### config.mk
export PLATFORM = sky130hd
export DESIGN_NAME = conv_dot
export DESIGN_NICKNAME = d
export VERILOG_FILES = /design/src/conv_pkg.sv /design/src/mac_ctrl_if.sv /design/src/weight_store.sv /design/src/dot_control.sv /design/src/group_mac.sv /design/src/group_add.sv /design/src/conv_dot.sv
export SDC_FILE = /design/constraint.sdc
export NUM_CORES = 2
export LEC_CHECK = 0
export BUFFER_PORTS_ARGS = -buffer_cell sky130_fd_sc_hd__buf_2
export CAP_MARGIN = 10
export CORE_MARGIN = 2
export CORE_UTILIZATION = 30
export CTS_BUF_LIST = sky130_fd_sc_hd__clkbuf_2
export CTS_CLUSTER_DIAMETER = 100
export DETAILED_ROUTE_END_ITERATION = 7
export PLACE_DENSITY = 0.47
export SLEW_MARGIN = 25
export SYNTH_ARGS = -nofsm -noshare
export SYNTH_HDL_FRONTEND = slang
export SYNTH_SLANG_ARGS = --single-unit
### constraint.sdc
create_clock -name clk -period 9.3 [get_ports clk]
set_input_delay 0.465 -clock clk [delete_from_list [all_inputs] [get_ports clk]]
set_output_delay 0.465 -clock clk [all_outputs]
set_load 0.03 [all_outputs]
### src/conv_pkg.sv
package conv_pkg;

    // ################################################
    // Widths and sizes
    // ################################################

    localparam int GROUP_NB    = 4;   // Lanes per group, the adder tree is built for four
    localparam int NUM_WIDTH   = 16;  // One lane number in Q8.8
    localparam int FRAC_BITS   = 8;
    localparam int TAP_MAX     = 16;  // Deepest job the weight store can hold
    localparam int TAP_ADDR_W  = 4;
    localparam int ADD_LATENCY = 5;   // Input reg, pair sums, hold, final sum, output reg

    // ################################################
    // Types
    // ################################################

    // One signed Q8.8 lane value
    typedef logic signed [NUM_WIDTH-1:0] num_t;

    // Full product of two lane values before the shift back to Q8.8
    typedef logic signed [2*NUM_WIDTH-1:0] prod_t;

    // Four lanes side by side, lane 0 in the low bits
    typedef logic [GROUP_NB*NUM_WIDTH-1:0] lane_vec_t;

    typedef logic [TAP_ADDR_W-1:0] tap_addr_t;

    // One bit wider than the address so that a full 16-tap job fits
    typedef logic [TAP_ADDR_W:0] tap_count_t;

    typedef enum logic {
        IDLE,
        RUN
    } ctrl_state_t;

endpackage

### src/mac_ctrl_if.sv
`timescale 1ns/10ps

// Per-tap control from the job controller to the weight store and the lane MACs
interface mac_ctrl_if;

    conv_pkg::tap_addr_t tap_addr;  // Index of the pixel on offer this cycle
    logic                mac_en;    // A pixel is taken this cycle
    logic                first;     // Taken pixel is tap 0
    logic                last;      // Taken pixel is the final tap of the job

    modport ctrl (
        output tap_addr,
        output mac_en,
        output first,
        output last
    );

    modport store (
        input tap_addr
    );

    modport mac (
        input mac_en,
        input first,
        input last
    );

endinterface

### src/weight_store.sv
`timescale 1ns/10ps

module weight_store (
    input  logic                clk,
    input  logic                weight_wr,
    input  conv_pkg::tap_addr_t weight_addr,
    input  conv_pkg::lane_vec_t weight_data,
    mac_ctrl_if.store           ctrl_bus,
    output conv_pkg::lane_vec_t weight_lanes
);

    // One four-lane weight word per tap
    conv_pkg::lane_vec_t mem [conv_pkg::TAP_MAX];

    // ################################################
    // Write port
    // ################################################

    // Contents are kept across reset, so weights only need loading once
    always_ff @(posedge clk) begin
        if (weight_wr) begin
            mem[weight_addr] <= weight_data;
        end
    end

    // ################################################
    // Read port
    // ################################################

    // Combinational read so the weight lines up with the pixel on offer
    assign weight_lanes = mem[ctrl_bus.tap_addr];

endmodule

### src/dot_control.sv
`timescale 1ns/10ps

module dot_control (
    input  logic                 clk,
    input  logic                 reset,
    input  logic                 start,
    input  conv_pkg::tap_count_t tap_count,
    input  logic                 pixel_valid,
    mac_ctrl_if.ctrl             ctrl_bus,
    output logic                 busy
);

    conv_pkg::ctrl_state_t state;
    conv_pkg::tap_addr_t   tap_cnt;   // Pixels taken so far in this job
    conv_pkg::tap_count_t  tap_len;   // Job length latched at start
    conv_pkg::tap_count_t  tap_final; // Index of the last tap

    logic start_ok;
    logic take;
    logic take_last;

    // ################################################
    // Per-tap decode
    // ################################################

    assign start_ok  = start && (state == conv_pkg::IDLE) && (tap_count != '0);
    assign take      = pixel_valid && (state == conv_pkg::RUN);
    assign tap_final = tap_len - conv_pkg::tap_count_t'(1);
    assign take_last = take && (conv_pkg::tap_count_t'(tap_cnt) == tap_final);

    assign ctrl_bus.tap_addr = tap_cnt;
    assign ctrl_bus.mac_en   = take;
    assign ctrl_bus.first    = take && (tap_cnt == '0);
    assign ctrl_bus.last     = take_last;

    assign busy = (state == conv_pkg::RUN);

    // ################################################
    // Job state machine
    // ################################################

    always_ff @(posedge clk) begin
        if (reset) begin
            state   <= conv_pkg::IDLE;
            tap_cnt <= '0;
        end else begin
            case (state)
                conv_pkg::IDLE: begin
                    if (start_ok) begin
                        state   <= conv_pkg::RUN;
                        tap_cnt <= '0;
                    end
                end
                conv_pkg::RUN: begin
                    if (take_last) begin
                        state   <= conv_pkg::IDLE;  // Ready for a new start next cycle
                        tap_cnt <= '0;
                    end else if (take) begin
                        tap_cnt <= tap_cnt + conv_pkg::tap_addr_t'(1);
                    end
                end
                default: begin
                    state <= conv_pkg::IDLE;
                end
            endcase
        end
    end

    // Length is only read while in RUN, which always follows a latch here
    always_ff @(posedge clk) begin
        if (start_ok) begin
            tap_len <= tap_count;
        end
    end

endmodule

### src/group_mac.sv
`timescale 1ns/10ps

module group_mac (
    input  logic                clk,
    input  logic                reset,
    mac_ctrl_if.mac             ctrl_bus,
    input  conv_pkg::lane_vec_t pixel_data,
    input  conv_pkg::lane_vec_t weight_lanes,
    output conv_pkg::lane_vec_t lane_sum,
    output logic                sum_valid
);

    conv_pkg::num_t  pix_lane  [conv_pkg::GROUP_NB];
    conv_pkg::num_t  wgt_lane  [conv_pkg::GROUP_NB];
    conv_pkg::prod_t prod_q    [conv_pkg::GROUP_NB];  // Full products of the taken pixel
    conv_pkg::num_t  lane_term [conv_pkg::GROUP_NB];  // Product back in Q8.8
    conv_pkg::num_t  acc_q     [conv_pkg::GROUP_NB];

    logic en_q;
    logic first_q;
    logic last_q;

    // Split the packed buses into lanes and pack the totals back
    always_comb begin
        for (int i = 0; i < conv_pkg::GROUP_NB; i++) begin
            pix_lane[i] = pixel_data[i*conv_pkg::NUM_WIDTH +: conv_pkg::NUM_WIDTH];
            wgt_lane[i] = weight_lanes[i*conv_pkg::NUM_WIDTH +: conv_pkg::NUM_WIDTH];
            // Arithmetic shift keeps the sign and the cast keeps the low 16 bits
            lane_term[i] = conv_pkg::num_t'(prod_q[i] >>> conv_pkg::FRAC_BITS);
            lane_sum[i*conv_pkg::NUM_WIDTH +: conv_pkg::NUM_WIDTH] = acc_q[i];
        end
    end

    // ################################################
    // Multiply stage
    // ################################################

    always_ff @(posedge clk) begin
        for (int i = 0; i < conv_pkg::GROUP_NB; i++) begin
            // Signed 16x16 into 32 bits
            prod_q[i] <= conv_pkg::prod_t'(pix_lane[i]) * conv_pkg::prod_t'(wgt_lane[i]);
        end
    end

    always_ff @(posedge clk) begin
        if (reset) begin
            en_q    <= 1'b0;
            first_q <= 1'b0;
            last_q  <= 1'b0;
        end else begin
            en_q    <= ctrl_bus.mac_en;
            first_q <= ctrl_bus.mac_en && ctrl_bus.first;
            last_q  <= ctrl_bus.mac_en && ctrl_bus.last;
        end
    end

    // ################################################
    // Accumulate stage
    // ################################################

    // First tap loads so a new job can follow the previous last tap directly
    always_ff @(posedge clk) begin
        for (int i = 0; i < conv_pkg::GROUP_NB; i++) begin
            if (en_q) begin
                acc_q[i] <= first_q ? lane_term[i] : acc_q[i] + lane_term[i];
            end
        end
    end

    // Totals are final in the cycle after the last tap is added
    always_ff @(posedge clk) begin
        if (reset) begin
            sum_valid <= 1'b0;
        end else begin
            sum_valid <= en_q && last_q;
        end
    end

endmodule

### src/group_add.sv
`timescale 1ns/10ps

module group_add (
    input  logic                clk,
    input  logic                reset,
    input  conv_pkg::lane_vec_t up_data,
    input  logic                up_valid,
    output conv_pkg::num_t      dn_data,
    output logic                dn_valid
);

    conv_pkg::lane_vec_t up_data_r;
    conv_pkg::num_t      pair_sum  [2];  // Lanes 0+1 and 2+3
    conv_pkg::num_t      pair_hold [2];
    conv_pkg::num_t      total;

    logic [conv_pkg::ADD_LATENCY-1:0] valid_sr;

    // Signed add that wraps at the lane width
    function automatic conv_pkg::num_t add_wrap(conv_pkg::num_t a, conv_pkg::num_t b);
        return a + b;
    endfunction

    // ################################################
    // Adder tree
    // ################################################

    always_ff @(posedge clk) begin
        up_data_r <= up_data;

        pair_sum[0] <= add_wrap(up_data_r[0*conv_pkg::NUM_WIDTH +: conv_pkg::NUM_WIDTH],
                                up_data_r[1*conv_pkg::NUM_WIDTH +: conv_pkg::NUM_WIDTH]);
        pair_sum[1] <= add_wrap(up_data_r[2*conv_pkg::NUM_WIDTH +: conv_pkg::NUM_WIDTH],
                                up_data_r[3*conv_pkg::NUM_WIDTH +: conv_pkg::NUM_WIDTH]);

        pair_hold[0] <= pair_sum[0];  // Extra stage to give the final add a full cycle
        pair_hold[1] <= pair_sum[1];

        total   <= add_wrap(pair_hold[0], pair_hold[1]);
        dn_data <= total;
    end

    // ################################################
    // Valid line
    // ################################################

    // Same depth as the data path so the strobe lands on its sum
    always_ff @(posedge clk) begin
        if (reset) begin
            valid_sr <= '0;
        end else begin
            valid_sr <= {valid_sr[conv_pkg::ADD_LATENCY-2:0], up_valid};
        end
    end

    assign dn_valid = valid_sr[conv_pkg::ADD_LATENCY-1];

endmodule

### src/conv_dot.sv
`timescale 1ns/10ps

module conv_dot (
    input  logic                 clk,
    input  logic                 reset,

    // Weight load port
    input  logic                 weight_wr,
    input  conv_pkg::tap_addr_t  weight_addr,
    input  conv_pkg::lane_vec_t  weight_data,

    // Job control and pixel stream
    input  logic                 start,
    input  conv_pkg::tap_count_t tap_count,
    input  logic                 pixel_valid,
    input  conv_pkg::lane_vec_t  pixel_data,

    output logic                 busy,
    output logic                 result_valid,
    output conv_pkg::num_t       result_data
);

    conv_pkg::lane_vec_t weight_lanes;
    conv_pkg::lane_vec_t lane_sum;
    logic                sum_valid;

    mac_ctrl_if mac_ctrl ();

    dot_control dot_control_inst (
        .clk         (clk),
        .reset       (reset),
        .start       (start),
        .tap_count   (tap_count),
        .pixel_valid (pixel_valid),
        .ctrl_bus    (mac_ctrl.ctrl),
        .busy        (busy)
    );

    weight_store weight_store_inst (
        .clk          (clk),
        .weight_wr    (weight_wr),
        .weight_addr  (weight_addr),
        .weight_data  (weight_data),
        .ctrl_bus     (mac_ctrl.store),
        .weight_lanes (weight_lanes)
    );

    group_mac group_mac_inst (
        .clk          (clk),
        .reset        (reset),
        .ctrl_bus     (mac_ctrl.mac),
        .pixel_data   (pixel_data),
        .weight_lanes (weight_lanes),
        .lane_sum     (lane_sum),
        .sum_valid    (sum_valid)
    );

    group_add group_add_inst (
        .clk      (clk),
        .reset    (reset),
        .up_data  (lane_sum),
        .up_valid (sum_valid),
        .dn_data  (result_data),
        .dn_valid (result_valid)
    );

endmodule

==> results.json <==
{
  "outcome": "finished, final reports clean",
  "yosysSeqAreaShare": 0.467,
  "synth.net_count": 7297,
  "global_route.usage.met1": 0.203,
  "reg2reg_depth": 23,
  "timing.final.ws_setup_ns": 0.482,
  "crit_chain": "buf_12, buf_4, mux4_2, mux4_2, and2_1, fa_1, inv_1, fa_1, fa_1, fa_1, fa_1, fa_1, xor2_1, xnor2_1, xnor2_1, xnor2_1, xnor2_1, xnor2_1, xnor2_1, dlygate4sd3_1, xnor2_1, dlygate4sd3_1, xnor2_1",
  "critPathLaunchType": "flop",
  "syn_inst": 6016,
  "start_util": 0.301,
  "drive_gt1_frac": 0.167,
  "yosysUniqueCellTypes": 81,
  "timing.critical_path.required_ns": 10.75,
  "critPathTopFamily": "adder cells",
  "fin_cells": 10400,
  "grt.total_usage": 0.156,
  "worst-path-buf-inv": 5,
  "first_global_vias": 52000,
  "worst-slew-pin-transition_ns": 1.08,
  "cp_common_cell": "xnor2_1",
  "vias_per_cell": 4.54,
  "worstPathMaxFanout": 29,
  "worst_skew_pair.late_latency_ns": 1.80,
  "slowest_delay_ns": 0.78,
  "power_leakage_nw": 36.4,
  "dieWidth_um": 523,
  "cts_root_buffer": "clkbuf_2",
  "yosysWarningCount": 0,
  "cts_sinks": 1335,
  "crit_slowest_cell": "mux4_2",
  "grt_pass1_wl_mm": 322,
  "synth_edf_count": 1093,
  "final.period_utilization": 0.948,
  "io_pins": 160,
  "std_cell_rows": 190,
  "postRouteAntennaNets": 0,
  "die_h_um": 523,
  "irDropWorstVdd_mv": 0.619,
  "clockBufferDepth": 4,
  "io_buffers": 159,
  "drv_cap": 0,
  "wl_per_cell_um": 20.2,
  "h-tree-depth": 5,
  "slew_viol_final": 0,
  "die_area_um2": 273000,
  "antenna_found_initial": 42,
  "cp.arrival_ns": 10.27,
  "dp_slack_ns": 1.14,
  "power_per_cell_area_nw_per_um2": 386,
  "met2_usage": 0.268,
  "max_freq_ghz": 0.113,
  "placedCellCount": 9598,
  "crit_cells": 23,
  "grt_util_met3": 0.0248,
  "yosys.area.top_type": "edfxtp_1",
  "critical_path_class": "flop to flop",
  "grt_overflow": 0,
  "post_cts_resized": 0,
  "path_clk_slew_ns": 0.10,
  "min_path_type": "flop to flop",
  "relSlewSlack": 0.282,
  "grt_max_degree": 88,
  "setup.worst_path.end_class": "flop",
  "vias": 47400,
  "hold_violations": 0,
  "place_hpwl_mm": 143,
  "first_pass_iters": 7,
  "rsz0062_at_grt": "false",
  "synth_top_area_frac": 0.407,
  "cts_tree": "built",
  "wirelength_mm": 211,
  "cts_buffers": 367,
  "routabilityCongestion": 0.802,
  "syn_to_final_growth_pct": 12.7,
  "avgSynthCellArea_um2": 13.4,
  "synth.cell_area_um2": 80700,
  "final_util": 0.340,
  "core_um2": 268000,
  "finClkSkew_ns": 0.302,
  "drc": 0,
  "busiest_layer": "met2",
  "synth_seq_cells": 1335,
  "whs_path_depth": 0,
  "synth_area_leaders": "edfxtp_1 41%, fa_1 19%, mux4_2 7.6%",
  "final_nets": 7899,
  "synth_flop_cell": "edfxtp_1",
  "synth-async-reset-ratio": 0,
  "setup_viol": 0,
  "fin_tns_setup_ns": 0,
  "finalCriticalPeriod_ns": 8.82,
  "drtIter0Drc": 2688
}
## timing repair
| action | CTS | global route |
|---|---|---|
| hold buffers | 201 | 0 |
| endpoints found under the setup margin | 0 | 1 |
| endpoints found under the hold margin | 1764 | 0 |
| setup buffers | 0 | 2 |
## cell families after synthesis
kind of cell             Yosys count  share of synthesized area
flip-flops                      1335                      0.467
adder cells (fa/ha/maj)         1139                      0.246
buffers and inverters           1259                     0.0614
multiplexers                     357                     0.0897
XOR/XNOR                         204                     0.0221
AND/OR/NAND/NOR                 1342                     0.0826
AO/OA/AOI/OAI                    380                     0.0312
## per-layer routing
metal  up-vias  part of all wire
met4        22             0.023
met5         -           0.00066
met1     24500              0.44
li1      21500                 -
met3       346             0.040
met2       994              0.50
## cell usage after synthesis (11+ instances only)
master	number
a211oi_1	11
a21boi_0	21
a21o_1	20
a21oi_1	88
a22oi_1	14
and2_1	472
and3_1	14
buf_1	12
buf_2	20
buf_4	16
buf_6	11
clkbuf_1	143
dfxtp_1	242
edfxtp_1	1093
fa_1	751
ha_1	388
inv_1	1051
mux2_2	16
mux2i_1	51
mux4_1	14
mux4_2	272
nand2_1	511
nand2b_1	24
nand3_1	22
nor2_1	161
nor2b_1	27
nor3_1	50
o21a_1	25
o21ai_0	100
o31ai_1	19
or2_2	19
or3_1	16
xnor2_1	145
xor2_1	59
## state kept, by name, summed over array words and instances, names as in the netlist, 16 cells and up, named ones only
name	cells
weight_store_inst.mem	1024
group_add_inst.up_data_r	64
group_mac_inst.acc_q	64
group_mac_inst.prod_q	64
group_add_inst.pair_hold	32
group_add_inst.pair_sum	32
group_add_inst.dn_data	16
group_add_inst.total	16
## where the power goes
group          switching, mW  leakage [nW]  internal [mW]  total (mW)
Clock                   2.41          2.42           1.60        4.01
Combinational           13.0          22.0           10.5        23.4
Sequential             0.275          11.9           7.40        7.67
Total                   15.6          36.4           19.5        35.1
## placed cells by master, fill, tap and decap left out, types with 98 or more instances in the layout
cell and n:
edfxtp_1 1093, inv_1 1051, nand2_1 511, mux4_2 272, and2_1 472, dlygate4sd3_1 200, clkbuf_2 536, buf_2 159
xnor2_1 145, dfxtp_1 236, fa_1 751, nor2_1 149, ha_1 388, o21ai_0 98
## layout make-up
class | count | area (um^2)
Inverter | 1052 | 3950
Multi-Input combinational cell | 3422 | 38200
Sequential cell | 1335 | 37700
Timing Repair Buffer | 440 | 3560
Fill cell | 26600 | 177000
Tap cell | 3552 | 4440
Clock inverter | 71 | 364
Antenna cell | 23 | 57.6
Clock buffer | 536 | 2680
## per-stage QoR
step	hold WS, ns	instance area (um^2)	power (mW)
final	0.302	91000	35.1
after global routing	0.161	91000	39.2
after CTS	0.00777	90900	35.8
after detailed placement	0.312	85800	31.0
after global placement	0.315	85800	30.8
after floorplan	0.310	80700	24.7
## worst paths after layout
kind                                            startpoint                      endpoint  slack, ns
worst max-delay path                                  flop  group_mac_inst.prod_q[3][23]       0.48
worst min-delay path            group_mac_inst.acc_q[2][4]  group_add_inst.up_data_r[36]       0.30
worst max register to register                        flop  group_mac_inst.prod_q[3][23]       0.48
worst min register to register  group_mac_inst.acc_q[2][4]  group_add_inst.up_data_r[36]       0.30
Power figures use the tool's default switching activity.
